### config.mk
export PLATFORM = sky130hd
export DESIGN_NAME = uart_link_top
export DESIGN_NICKNAME = d
export VERILOG_FILES = /design/src/rtl/uart_link_pkg.sv /design/src/rtl/uart_controller.sv /design/src/rtl/uart_link_top.sv /design/src/rtl/uart_rx.sv /design/src/rtl/uart_tx.sv
export SDC_FILE = /design/constraint.sdc
export NUM_CORES = 1
export LEC_CHECK = 0
export BUFFER_PORTS_ARGS = -buffer_cell sky130_fd_sc_hd__buf_4
export CORE_MARGIN = 3
export CORE_UTILIZATION = 52
export DETAILED_ROUTE_END_ITERATION = 16
export HOLD_SLACK_MARGIN = 0.08
export PLACE_DENSITY_LB_ADDON = 0.25
export SLEW_MARGIN = 5
export SYNTH_ARGS = -nofsm -noshare
export SYNTH_HDL_FRONTEND = slang
export SYNTH_SLANG_ARGS = --single-unit
### constraint.sdc
create_clock -name i_CLK -period 6 [get_ports i_CLK]
set_input_delay 1.2 -clock i_CLK [delete_from_list [all_inputs] [get_ports i_CLK]]
set_output_delay 1.2 -clock i_CLK [all_outputs]
set_load 0.005 [all_outputs]
### src/rtl/uart_link_pkg.sv
// ====================
// uart link shared types, command codes and controller states
// ====================
`default_nettype none

package uart_link_pkg;

  // ==================== types
  typedef logic [7:0]  byte_t;     // one serial character
  typedef logic [55:0] frame_t;    // outbound frame, header in top byte
  typedef logic [15:0] rx_word_t;  // {command, address} to the core

  // ==================== command codes
  // host to core
  localparam byte_t CMD_RUN          = 8'h52;  // 'R'
  localparam byte_t CMD_STOP         = 8'h53;  // 'S'
  localparam byte_t CMD_ADS_READ_REG = 8'h61;  // 'a', followed by address byte
  localparam byte_t CMD_MPR_READ_REG = 8'h6D;  // 'm', followed by address byte

  // core to host frame headers
  localparam byte_t HDR_ADS_DATA     = 8'hAA;  // full sensor data frame
  localparam byte_t HDR_MPR_DATA     = 8'hBB;  // reserved, never transmitted

  // bytes per outbound frame kind
  localparam logic [2:0] FRAME_BYTES_LONG  = 3'd7;  // sensor data
  localparam logic [2:0] FRAME_BYTES_SHORT = 3'd3;  // register read echo

  // ==================== controller fsm
  typedef enum logic [2:0] {
    ST_IDLE,       // waiting for rx byte or frame
    ST_RX_ADDR,    // register read, waiting for address
    ST_TX_DECODE,  // header -> byte count or drop
    ST_TX_LOAD,    // strobe next byte into transmitter
    ST_TX_WAIT     // wait for transmitter done
  } ctrl_state_t;

endpackage

`default_nettype wire

### src/rtl/uart_controller.sv
// ====================
// uart command controller
// decodes host commands for the core, sequences outbound frames
// ====================
`timescale 1ns/1ps
`default_nettype none

module uart_controller import uart_link_pkg::*; (
  input  logic     i_CLK,
  input  logic     i_RST,
  // outbound frames from the core
  input  frame_t   i_UART_DATA_TX,
  input  logic     i_UART_DATA_TX_VALID,
  output logic     o_UART_DATA_TX_READY,
  // inbound command words to the core
  output rx_word_t o_UART_DATA_RX,
  output logic     o_UART_DATA_RX_VALID,  // one-cycle strobe
  input  logic     i_CORE_BUSY,
  // receiver side
  input  logic     i_RX_VALID,
  input  byte_t    i_RX_BYTE,
  // transmitter side
  output logic     o_TX_START,
  output byte_t    o_TX_BYTE,
  input  logic     i_TX_DONE
);

  ctrl_state_t r_state;
  logic        r_tx_ready;   // idle and free for a frame
  logic [2:0]  r_byte_cnt;   // bytes left to send
  frame_t      r_frame;      // shifts left one byte per character
  logic        w_is_read;
  logic        w_accept_word;
  logic        w_accept_read;
  logic        w_take_frame;
  logic        w_byte_sent;

  // ==================== decode
  assign w_is_read = (i_RX_BYTE == CMD_ADS_READ_REG) ||
                     (i_RX_BYTE == CMD_MPR_READ_REG);

  // busy core takes stop only, idle core takes run and reg reads
  assign w_accept_word = i_CORE_BUSY ? (i_RX_BYTE == CMD_STOP) :
                                       (i_RX_BYTE == CMD_RUN);
  assign w_accept_read = !i_CORE_BUSY && w_is_read;

  // rx byte wins over a frame in the same cycle
  assign o_UART_DATA_TX_READY = r_tx_ready && !i_RX_VALID;

  assign w_take_frame = (r_state == ST_IDLE) && i_UART_DATA_TX_VALID &&
                        o_UART_DATA_TX_READY;
  assign w_byte_sent  = (r_state == ST_TX_WAIT) && i_TX_DONE;

  // ==================== fsm
  always_ff @(posedge i_CLK or posedge i_RST) begin
    if (i_RST) begin
      r_state              <= ST_IDLE;
      r_tx_ready           <= 1'b0;
      r_byte_cnt           <= '0;
      o_UART_DATA_RX       <= '0;
      o_UART_DATA_RX_VALID <= 1'b0;
      o_TX_START           <= 1'b0;
    end else begin
      o_UART_DATA_RX_VALID <= 1'b0;  // strobes default low
      o_TX_START           <= 1'b0;
      case (r_state)
        ST_IDLE: begin
          r_tx_ready <= 1'b1;
          if (i_RX_VALID) begin
            if (w_accept_word) begin
              o_UART_DATA_RX[15:8] <= i_RX_BYTE;  // low byte kept
              o_UART_DATA_RX_VALID <= 1'b1;
            end else if (w_accept_read) begin
              o_UART_DATA_RX[15:8] <= i_RX_BYTE;  // hold cmd until address
              r_tx_ready           <= 1'b0;
              r_state              <= ST_RX_ADDR;
            end
            // anything else dropped
          end else if (w_take_frame) begin
            r_tx_ready <= 1'b0;
            r_state    <= ST_TX_DECODE;
          end
        end

        ST_RX_ADDR: begin
          if (i_RX_VALID) begin
            o_UART_DATA_RX[7:0]  <= i_RX_BYTE;
            o_UART_DATA_RX_VALID <= 1'b1;
            r_state              <= ST_IDLE;
          end
        end

        ST_TX_DECODE: begin
          case (r_frame[55:48])
            HDR_ADS_DATA: begin
              r_byte_cnt <= FRAME_BYTES_LONG;
              r_state    <= ST_TX_LOAD;
            end
            CMD_ADS_READ_REG, CMD_MPR_READ_REG: begin
              r_byte_cnt <= FRAME_BYTES_SHORT;  // reg echo
              r_state    <= ST_TX_LOAD;
            end
            default: r_state <= ST_IDLE;  // unknown header, drop frame
          endcase
        end

        ST_TX_LOAD: begin
          o_TX_START <= 1'b1;  // byte register loads in same cycle
          r_byte_cnt <= r_byte_cnt - 3'd1;
          r_state    <= ST_TX_WAIT;
        end

        ST_TX_WAIT: begin
          if (i_TX_DONE) begin
            r_state <= (r_byte_cnt == 3'd0) ? ST_IDLE : ST_TX_LOAD;
          end
        end

        default: r_state <= ST_IDLE;
      endcase
    end
  end

  // ==================== frame data
  always_ff @(posedge i_CLK) begin
    if (w_take_frame) begin
      r_frame <= i_UART_DATA_TX;
    end else if (w_byte_sent) begin
      r_frame <= {r_frame[47:0], 8'h00};  // next byte to the top
    end
    if (r_state == ST_TX_LOAD) begin
      o_TX_BYTE <= r_frame[55:48];  // header first
    end
  end

endmodule

`default_nettype wire

### src/rtl/uart_link_top.sv
// ====================
// uart link top, controller with serial tx and rx
// ====================
`timescale 1ns/1ps
`default_nettype none

module uart_link_top import uart_link_pkg::*; #(
  parameter int unsigned CLKS_PER_BIT = 217  // 25 MHz / 115200 baud
) (
  input  logic     i_CLK,
  input  logic     i_RST,
  // serial lines
  input  logic     i_UART_RXD,
  output logic     o_UART_TXD,
  // core interface
  input  frame_t   i_UART_DATA_TX,
  input  logic     i_UART_DATA_TX_VALID,
  output logic     o_UART_DATA_TX_READY,
  output rx_word_t o_UART_DATA_RX,
  output logic     o_UART_DATA_RX_VALID,
  input  logic     i_CORE_BUSY
);

  logic  w_rx_valid;
  byte_t w_rx_byte;
  logic  w_tx_start;
  byte_t w_tx_byte;
  logic  w_tx_done;

  uart_controller u_ctrl (
    .i_CLK                (i_CLK),
    .i_RST                (i_RST),
    .i_UART_DATA_TX       (i_UART_DATA_TX),
    .i_UART_DATA_TX_VALID (i_UART_DATA_TX_VALID),
    .o_UART_DATA_TX_READY (o_UART_DATA_TX_READY),
    .o_UART_DATA_RX       (o_UART_DATA_RX),
    .o_UART_DATA_RX_VALID (o_UART_DATA_RX_VALID),
    .i_CORE_BUSY          (i_CORE_BUSY),
    .i_RX_VALID           (w_rx_valid),
    .i_RX_BYTE            (w_rx_byte),
    .o_TX_START           (w_tx_start),
    .o_TX_BYTE            (w_tx_byte),
    .i_TX_DONE            (w_tx_done)
  );

  uart_tx #(.CLKS_PER_BIT(CLKS_PER_BIT)) u_tx (
    .i_CLK   (i_CLK),
    .i_RST   (i_RST),
    .i_START (w_tx_start),
    .i_BYTE  (w_tx_byte),
    .o_TXD   (o_UART_TXD),
    .o_DONE  (w_tx_done)
  );

  uart_rx #(.CLKS_PER_BIT(CLKS_PER_BIT)) u_rx (
    .i_CLK   (i_CLK),
    .i_RST   (i_RST),
    .i_RXD   (i_UART_RXD),
    .o_VALID (w_rx_valid),
    .o_BYTE  (w_rx_byte)
  );

endmodule

`default_nettype wire

### src/rtl/uart_rx.sv
// ====================
// uart receiver, mid-bit sampling of 8N1 characters
// ====================
`timescale 1ns/1ps
`default_nettype none

module uart_rx import uart_link_pkg::*; #(
  parameter int unsigned CLKS_PER_BIT = 217  // clock cycles per serial bit
) (
  input  logic  i_CLK,
  input  logic  i_RST,
  input  logic  i_RXD,    // async serial in
  output logic  o_VALID,  // one pulse per character, mid stop bit
  output byte_t o_BYTE
);

  localparam int unsigned      CNT_W    = $clog2(CLKS_PER_BIT);
  localparam logic [CNT_W-1:0] LAST_CLK = CNT_W'(CLKS_PER_BIT - 1);
  localparam logic [CNT_W-1:0] HALF_CLK = CNT_W'(CLKS_PER_BIT / 2 - 1);

  typedef enum logic [1:0] {
    RX_IDLE,
    RX_START,  // half bit to start-bit centre
    RX_DATA,
    RX_STOP
  } rx_state_t;

  rx_state_t        r_state;
  logic [1:0]       r_sync;     // two-flop synchronizer
  logic             r_rxd_d;    // previous synced level
  logic [CNT_W-1:0] r_clk_cnt;
  logic [2:0]       r_bit_idx;
  byte_t            r_shift;    // lsb first
  logic             w_rxd;
  logic             w_fall;
  logic             w_half;
  logic             w_full;

  assign w_rxd  = r_sync[1];
  assign w_fall = r_rxd_d && !w_rxd;  // start edge
  assign w_half = (r_clk_cnt == HALF_CLK);
  assign w_full = (r_clk_cnt == LAST_CLK);
  assign o_BYTE = r_shift;

  // ==================== control
  always_ff @(posedge i_CLK or posedge i_RST) begin
    if (i_RST) begin
      r_state   <= RX_IDLE;
      r_sync    <= 2'b11;
      r_rxd_d   <= 1'b1;
      r_clk_cnt <= '0;
      r_bit_idx <= '0;
      o_VALID   <= 1'b0;
    end else begin
      r_sync  <= {r_sync[0], i_RXD};
      r_rxd_d <= w_rxd;
      o_VALID <= 1'b0;
      case (r_state)
        RX_IDLE: begin
          r_clk_cnt <= '0;
          if (w_fall) r_state <= RX_START;
        end
        RX_START: begin
          if (w_half) begin
            r_clk_cnt <= '0;
            r_bit_idx <= '0;
            r_state   <= w_rxd ? RX_IDLE : RX_DATA;  // high again = glitch
          end else begin
            r_clk_cnt <= r_clk_cnt + 1'b1;
          end
        end
        RX_DATA: begin
          if (w_full) begin
            r_clk_cnt <= '0;
            r_bit_idx <= r_bit_idx + 3'd1;
            if (r_bit_idx == 3'd7) r_state <= RX_STOP;
          end else begin
            r_clk_cnt <= r_clk_cnt + 1'b1;
          end
        end
        RX_STOP: begin
          if (w_full) begin
            o_VALID <= 1'b1;  // stop level not checked
            r_state <= RX_IDLE;
          end else begin
            r_clk_cnt <= r_clk_cnt + 1'b1;
          end
        end
        default: r_state <= RX_IDLE;
      endcase
    end
  end

  // ==================== data bits
  always_ff @(posedge i_CLK) begin
    if ((r_state == RX_DATA) && w_full) begin
      r_shift <= {w_rxd, r_shift[7:1]};  // sample at bit centre
    end
  end

endmodule

`default_nettype wire

### src/rtl/uart_tx.sv
// ====================
// uart transmitter, one 8N1 character per start strobe
// ====================
`timescale 1ns/1ps
`default_nettype none

module uart_tx import uart_link_pkg::*; #(
  parameter int unsigned CLKS_PER_BIT = 217  // clock cycles per serial bit
) (
  input  logic  i_CLK,
  input  logic  i_RST,
  input  logic  i_START,  // one-cycle strobe, ignored while busy
  input  byte_t i_BYTE,
  output logic  o_TXD,    // serial out, idles high
  output logic  o_DONE    // last cycle of stop bit
);

  localparam int unsigned      CNT_W    = $clog2(CLKS_PER_BIT);
  localparam logic [CNT_W-1:0] LAST_CLK = CNT_W'(CLKS_PER_BIT - 1);
  localparam logic [3:0]       LAST_BIT = 4'd9;  // start + 8 data + stop

  logic             r_busy;
  logic [CNT_W-1:0] r_clk_cnt;  // baud counter
  logic [3:0]       r_bit_idx;  // 0 start .. 9 stop
  logic [9:0]       r_shift;    // {stop, data, start}, lsb on the line
  logic             w_bit_end;

  assign w_bit_end = r_busy && (r_clk_cnt == LAST_CLK);
  assign o_DONE    = w_bit_end && (r_bit_idx == LAST_BIT);
  assign o_TXD     = r_shift[0];  // all ones when idle

  always_ff @(posedge i_CLK or posedge i_RST) begin
    if (i_RST) begin
      r_busy    <= 1'b0;
      r_clk_cnt <= '0;
      r_bit_idx <= '0;
      r_shift   <= '1;  // line high out of reset
    end else if (!r_busy) begin
      if (i_START) begin
        r_busy    <= 1'b1;
        r_clk_cnt <= '0;
        r_bit_idx <= '0;
        r_shift   <= {1'b1, i_BYTE, 1'b0};  // start bit goes out next cycle
      end
    end else if (w_bit_end) begin
      r_clk_cnt <= '0;
      r_shift   <= {1'b1, r_shift[9:1]};  // fill with idle level
      if (r_bit_idx == LAST_BIT) begin
        r_busy <= 1'b0;  // stop bit finished
      end else begin
        r_bit_idx <= r_bit_idx + 4'd1;
      end
    end else begin
      r_clk_cnt <= r_clk_cnt + 1'b1;
    end
  end

endmodule

`default_nettype wire

* Word level (Yosys, flattened, before mapping)
Cells that the tools add are included.
Operators by class: $add $sub $neg 5, multipliers 0, divide/modulo/power cells 0, magnitude comparators 0, eq/ne operators 33, shift operators 0, multiplexer cells 55, bitwise gates (word level) 0, reduce and logical (&&, ||, !) cells 31
Operators by type and width (count):
- $mux W56 | 2
- $mux W8 | 8
- $eq A8 B7 Y1 const B | 7
- $pmux W8 S4 | 1
- $mux W10 | 3
- $eq A8 B8 Y1 const B | 3
- $mux W3 | 8
- $pmux W3 S2 | 3
- $add A8 B1 Y8 const B | 2
- $mux W2 | 8
- $mux W4 | 4
- $mux W1 | 15
- $pmux W3 S5 | 1
- $ne A2 B1 Y1 const B | 7
- $reduce_and A5 Y1 | 2
- $reduce_bool A2 Y1 | 5
- $logic_and A1 B1 Y1 | 9
- $reduce_and A3 Y1 | 3
- $pmux W2 S4 | 1
- $eq A3 B2 Y1 const B | 2
- $eq A3 B3 Y1 const B | 2
- $logic_not A3 Y1 | 2
- $ne A2 B2 Y1 const B | 3
- $ne A3 B1 Y1 const B | 2
- other kinds (15) | 21
Storage, ports and cells: bits in registers 137, latch bits 0, memory bits (writable) 0, bits in read-only memories 0, input bits 61, output and inout port bits 19, logic and storage cells 144, memories kept 0

* Depth between registers and ports, before layout
Gate-level depths: netlist (run 1).
depth after elaboration 7, mapped depth 8

* Modules after synthesis
From an unflattened synthesis (run 1), not the netlist that was laid out.
Second synthesis, totals: cells, all modules 455, area, all modules 6264.8 µm²
Modules (own cells, without submodules):
- uart_controller | times used 1, cells each 227, area an instance 3783.6 µm²
- uart_tx | times used 1, cells each 118, area an instance 1255.0 µm²
- uart_rx | times used 1, cells each 110, area an instance 1226.2 µm²

* Worst setup path after synthesis (run 1)
OpenSTA, ideal clock, no wires.
path type flip-flop to flip-flop, start register u_tx.r_clk_cnt[0], end register u_ctrl.r_frame[0] (enable), library setup time 0.547 ns, arrival 5.151 ns, data required time 5.453 ns, setup slack 0.301 ns, stages on the path, launching flop included 7, buffers on the path 0, path through dfrtp_1 -> inv_1 -> ha_1 -> nand4_2 -> nor4_4 -> nand2_1 -> o21ai_0
Between the ends: longest elaborated chain between the ends 5
Ends and longest elaborated chain:
- from (decl) | RTL line uart_tx.sv:23 | logic [CNT_W-1:0] r_clk_cnt;
- from (signal assigned) | RTL line uart_tx.sv:54 | r_clk_cnt <= r_clk_cnt + 1'b1;
- $eq A8 B8 Y1 | RTL line uart_tx.sv:28 | assign w_bit_end = r_busy && (r_clk_cnt == LAST_CLK);
- $logic_and A1 B1 Y1 | RTL line uart_tx.sv:28
- $logic_and A1 B1 Y1 | RTL line uart_tx.sv:29 | assign o_DONE = w_bit_end && (r_bit_idx == LAST_BIT);
- $logic_and A1 B1 Y1 | RTL line uart_controller.sv:52 | assign w_byte_sent = (r_state == ST_TX_WAIT) && i_TX_DONE;
- $reduce_bool A2 Y1 (no line)
- to (signal assigned) | RTL line uart_controller.sv:127 | r_frame <= i_UART_DATA_TX;
- to (signal assigned) | RTL line uart_controller.sv:129 | r_frame <= {r_frame[47:0], 8'h00};
- to (decl) | RTL line uart_controller.sv:31 | frame_t r_frame;
No other way between the ends. A chain may end at the register's enable or synchronous reset.

* Final worst setup path (run 1)
start input port i_UART_DATA_TX_VALID, end register u_ctrl.r_frame[46] (enable)
Between the ends: longest elaborated chain between the ends 3
Ends and longest elaborated chain:
- from (decl) | RTL line uart_link_top.sv:17 | input logic i_UART_DATA_TX_VALID,
- $logic_and A1 B1 Y1 (2 in series) | RTL line uart_controller.sv:50 | assign w_take_frame = (r_state == ST_IDLE) && i_UART_DATA_TX_VALID &&
- $reduce_bool A2 Y1 (no line)
No other way between the ends.

==> results of run 1 <==
report_power, final:
group	internal (mW)	switching, mW	total (mW)
registers	0.995	0.0170	1.01
clock network	0.690	0.374	1.06
logic	0.0776	0.0936	0.171
Yosys cell counts (2+ instances only):
cell | count | area [um^2]
inv_1 | 17 | 63.8
ha_1 | 14 | 175
buf_2 | 6 | 30.0
nand3_1 | 10 | 50.1
mux2_2 | 12 | 135
a211oi_1 | 2 | 15.0
nor4_1 | 4 | 25.0
a21oi_1 | 4 | 20.0
edfxtp_1 | 72 | 2160
a21bo_2 | 2 | 20.0
a31oi_1 | 2 | 12.5
dfstp_2 | 12 | 315
xnor2_1 | 5 | 43.8
nand2_1 | 182 | 683
o21ai_0 | 26 | 130
mux2i_1 | 9 | 90.1
o21ai_1 | 2 | 10.0
o22ai_1 | 2 | 12.5
buf_4 | 4 | 30.0
dfrtp_1 | 52 | 1300
nand4_1 | 5 | 31.3
nor3_1 | 3 | 15.0
nor2_2 | 2 | 12.5
nand2b_1 | 10 | 62.6
nor2_1 | 25 | 93.8
or2_2 | 3 | 18.8
and2_1 | 10 | 62.6
clkbuf_1 | 6 | 22.5
and3_1 | 8 | 50.1
nor2b_1 | 4 | 25.0
xor2_1 | 7 | 61.3
stage by stage:
step	cells	power, mW	util [%]	worst slack [ps]
finish	780	2.25	66.3	3190
global route	780	2.33	66.3	3030
CTS	780	2.26	66.3	3170
detailed placement	748	1.20	60.8	2730
global placement	748	1.19	60.8	2780
floorplan	542	1.14	-	301
state kept, by name (all words and copies together) (netlist names), 4 cells and up, named ones only:
register and cells:
u_ctrl.r_frame 56, u_ctrl.o_UART_DATA_RX 16, u_tx.r_shift 9, u_ctrl.o_TX_BYTE 8, u_rx.o_BYTE 8, u_rx.r_clk_cnt 8
u_tx.r_clk_cnt 8, u_tx.r_bit_idx 4
how the worst max path moves through the flow:
stage | startpoint | end | slack (ps) | cells past startpoint
5_1_grt | i_UART_DATA_TX_VALID | u_ctrl.r_frame[41] | 3030 | 6
2_1_floorplan | u_tx.r_clk_cnt[0] | u_ctrl.r_frame[0] | 300 | 6
3_5_place_dp | i_UART_DATA_TX_VALID | u_ctrl.r_frame[0] | 2730 | 6
3_3_place_gp | i_UART_DATA_TX_VALID | u_ctrl.r_frame[2] | 2780 | 6
6_report | i_UART_DATA_TX_VALID | u_ctrl.r_frame[46] | 3190 | 6
4_1_cts | i_UART_DATA_TX_VALID | u_ctrl.r_frame[15] | 3170 | 6
routing by layer:
metal | part of all wire, % | vias up | GRT usage [%]
li1 | - | 2010 | -
met1 | 44 | 1925 | 23.1
met2 | 50 | 69 | 30.5
met3 | 3.9 | 20 | 5.67
met4 | 1.6 | 0 | 7.13
met5 | 0 | - | 0
final cells by class:
class / instances / share of cell area, %
Timing Repair Buffer: 82 / 8.41
Clock buffer: 25 / 6.65
Inverter: 17 / 0.872
Sequential cell: 136 / 51.7
Tap cell: 140 / 2.39
Clock inverter: 7 / 1.62
Multi-Input combinational cell: 373 / 28.4
cell families after synthesis:
| kind of cell | synth area share [%] |
|---|---|
| buffers and inverters | 2.45 |
| AO/OA/AOI/OAI | 5.25 |
| XOR/XNOR | 1.76 |
| adder cells (fa/ha/maj) | 2.93 |
| AND/OR/NAND/NOR | 20.5 |
| flip-flops | 63.2 |
| multiplexers | 3.95 |
critical path: stages:
cell	delay (ps)
buf_4	80
nand2_1	90
nor2_1	140
nand2_2	510
o21ai_4	190
buf_4	590
==> flow_summary.ini, run 1 <==
[floorplanning]
core.rowCount = 38
floorplan.initialDensity_pct = 54.2
die_w_um = 113
dieHeight_um = 113
coreArea_um2 = 11000
io_pins = 80
die-area_um2 = 12800

[yosys]
synth-edff-count = 72
syn_area_um2 = 5980
ys_async_sr_fraction_pct = 47.1
syn_avg_cell_area_um2 = 11.0
synth_nets = 617
ys_ff_latch = 136
synth_cells = 542
ys_seq_area_share_pct = 63.2
yosys_warnings = 0
yosysUniqueCellTypes = 51
synth_ff_type = edfxtp_1

[worst_setup_path]
r2r-end = u_ctrl.r_frame[46]
crit_path_max_fanout = 56
critPathLaunchType = input port
r2r_cells = 5
crit_arrival_ps = 2860
crit_type = in2reg
critPathCaptureType = flop
required_ps = 6050
worst_r2r_startpoint = u_tx.r_busy
rrSetupSlack_ps = 3280

[clocking]
cts_resized = 0
clock_path_buffers = 2
cts.hold.buffers_added = 0
cts_setup_buffers = 0
clk_pin_slew_ps = 60
clkLatencyLatePin_ps = 420
cts.sinks = 136
htree_levels = 4
cts_tree = done
cts_buffers = 17
root_buffer = clkbuf_16

[sta]
fin_crit_ps = 2810
relSlewSlack_pct = 40.3
post-route-period-util_pct = 46.8
setup_viol = 0
whs_ps = 359
slew_violations = 0
rsz0062_at_grt = no
hold_violations = 0
fmax_ghz = 0.356
worst_pin_slew_ps = 893
skew_ps = 9.55
setup_tns_ps = 0

[final_layout]
design_area_um2 = 7320
final_common_cell = nand2_1
seq_area_um2 = 3780
antenna_cells = 0
syn_to_final_growth_pct = 22.3
fill_cells = 829
drive_above_1_share_pct = 23.3
multi_input_area_um2 = 2080
final_cell_mix = 181 x nand2_1, 82 x buf_4, 72 x edfxtp_1
nNetsFinal = 702

[drt]
wl_per_cell_um = 14.1
via_count = 4024
drt_iter0_drc = 345
routed_wl_um = 11000
ant_nets = 0
drc = 0
drt_first_pass_iters = 4
vias_per_cell = 5.16

[grt]
grt_overflow = 0
grt_pass1_vias = 4173
grt_usage_pct = 18.5
antenna_found_initial = 0
grt_pass1_wl_um = 18800
grt_max_degree = 65

[place]
gp_congestion = 0.749
portBuffers = 79
dpl-instance-area_um2 = 6710
dp_hpwl_um = 7240

[run_status]
status = finished, final reports clean

[min_path]
hold_path.class = reg2reg
hold_path_end = u_rx.r_sync[1]
hold_depth = 0
min_from = u_rx.r_sync[0]

[pwr]
cellPowerDensity_nw_per_um2 = 307
vdd_drop_max_mv = 0.236
p_leak_nw = 3.07

[run]
maxCapViolCount = 0
(Power assumes the default switching activity.)
==> inputs of run 2 (changes only) <==
Settings changed: CORE_UTILIZATION 52 to 57.
Clock period 6 ns to 2.6 ns, I/O delays scaled along.
==> flow_summary.ini, run 2 (synthesis results as in run 1) <==
[floorplanning]
floorplan.initialDensity_pct = 59.8
coreArea_um2 = 10000
core.rowCount = 36
dieHeight_um = 108
die-area_um2 = 11800
io_pins = 80
die_w_um = 108

[drt]
wl_met2_um = 6110
highest_layer = met4
wl_met3_um = 420
ant_nets = 0
drt_iter0_drc = 284
routed_wl_um = 11300
wl_met1_um = 4670
wl_per_cell_um = 14.6
drc = 0
via_count = 4109
drt_first_pass_iters = 5
vias_per_cell = 5.30

[run]
maxCapViolCount = 0

[final_layout]
nNetsFinal = 705
fill_cells = 708
drive_above_1_share_pct = 24.0
design_area_um2 = 7290
top_register = u_ctrl.r_frame
seq_area_um2 = 3780
top_regs = u_ctrl.r_frame x56, u_ctrl.o_UART_DATA_RX x16, u_tx.r_shift x9
fin_cells = 776
largest_register_ffs = 56
syn_to_final_growth_pct = 21.9
multi_input_area_um2 = 2080
final_common_cell = nand2_1
antenna_cells = 0
final_cell_mix = 181 x nand2_1, 82 x buf_4, 72 x edfxtp_1
final_util_pct = 72.9

[clocking]
cts_buffers = 17
root_buffer = clkbuf_8
clock_path_buffers = 2
clk_pin_slew_ps = 60
cts_setup_buffers = 0
cts_resized = 0
cts.hold.buffers_added = 0
clkLatencyLatePin_ps = 510
cts_tree = done
cts.sinks = 136
htree_levels = 4

[sta]
rsz0062_at_grt = no
fmax_ghz = 0.506
hold_violations = 0
worst_pin_slew_ps = 801
slew_violations = 0
relSlewSlack_pct = 46.0
setup_viol = 0
skew_ps = 5.91
setup_tns_ps = 0
fin_crit_ps = 1980
post-route-period-util_pct = 76.0

[min_path]
hold_path_end = u_rx.r_sync[0]
hold_path.class = in2reg
min_from = i_UART_RXD
hold_depth = 1

[worst_setup_path]
critPathLaunchType = flop
critPathCaptureType = flop
cp_slowest_cell = o41ai_2
rrSetupSlack_ps = 620
required_ps = 2980
cpMostUsedCell = o21ai_0
crit_type = reg2reg
cpPeakStageDelay_ps = 670
r2r-end = u_tx.r_clk_cnt[4]
crit_arrival_ps = 2360
crit_path_max_fanout = 10
cp_cell_sequence = inv_1, ha_1, nand4_2, o41ai_2, nor2_1, o21ai_0, o21ai_0
worst_r2r_startpoint = u_tx.r_clk_cnt[0]
r2r_cells = 7

[grt]
grt_overflow = 0
grt_usage_pct = 20.8
grt_max_degree = 57
grt_pass1_wl_um = 19000
antenna_found_initial = 0
grt_pass1_vias = 4154

[place]
dpl-instance-area_um2 = 6760
portBuffers = 79
gp_congestion = 0.770
dp_cells = 744
dp_hpwl_um = 7560

[run_status]
status = finished, final reports clean

[pwr]
cellPowerDensity_nw_per_um2 = 667
vdd_drop_max_mv = 0.550
p_leak_nw = 3.07
==> run 2: cell count changes in the layout (fill, tap and decap cells not counted), sizes merged <==
cell,delta
bufinv,-2
clkinv,+6
clkbuf,-4
buf,+3
==> run 2: cell type report <==
class	count	area share (%)
Tap cell	133	2.28
Multi-Input combinational cell	373	28.5
Timing Repair Buffer	85	9.26
Sequential cell	136	51.8
Clock buffer	21	6.16
Inverter	17	0.875
Clock inverter	11	1.13
==> run 2: through the flow <==
stage | hold WS (ps) | setup WS [ps] | power (mW)
after floorplan | 345 | 21.9 | 2.62
after global placement | 346 | 712 | 2.75
after detailed placement | 348 | 621 | 2.77
after CTS | 100 | 621 | 4.89
after global routing | 94.1 | 342 | 5.05
final | 116 | 625 | 4.87
==> run 2: power breakdown <==
| part | internal, mW | switching (mW) | total, mW | leakage [nW] |
|---|---|---|---|---|
| clock network | 1.30 | 0.837 | 2.14 | 0.262 |
| registers | 2.30 | 0.0374 | 2.33 | 1.28 |
| logic | 0.181 | 0.217 | 0.398 | 1.53 |
==> run 2: worst max path at each step <==
stage | startpoint | to | cells after the start
final | u_tx.r_clk_cnt[0] | u_tx.r_clk_cnt[4] | 7
after global routing | u_rx.o_BYTE[4] | u_ctrl.o_UART_DATA_RX[8] | 5
after CTS | u_rx.o_BYTE[4] | u_ctrl.o_UART_DATA_RX[8] | 5
after detailed placement | u_tx.r_clk_cnt[0] | u_tx.r_clk_cnt[4] | 7
after global placement | i_CORE_BUSY | u_ctrl.o_UART_DATA_RX[11] | 5
after floorplan | u_tx.r_clk_cnt[0] | u_ctrl.r_frame[0] | 6
==> run 2: metal layers <==
metal | up-vias | GRT usage (%)
met2 | 78 | 36.1
met5 | - | 0
li1 | 2015 | -
met4 | 0 | 6.31
met3 | 11 | 5.73
met1 | 2005 | 25.5
==> run 2: critical path, delay by kind of cell, from the launching register on <==
family | cells | cell delay [ps]
flops | 1 | 410
fa+ha+maj | 1 | 160
compound gates | 3 | 960
buf+inv | 1 | 70
simple gates | 2 | 240
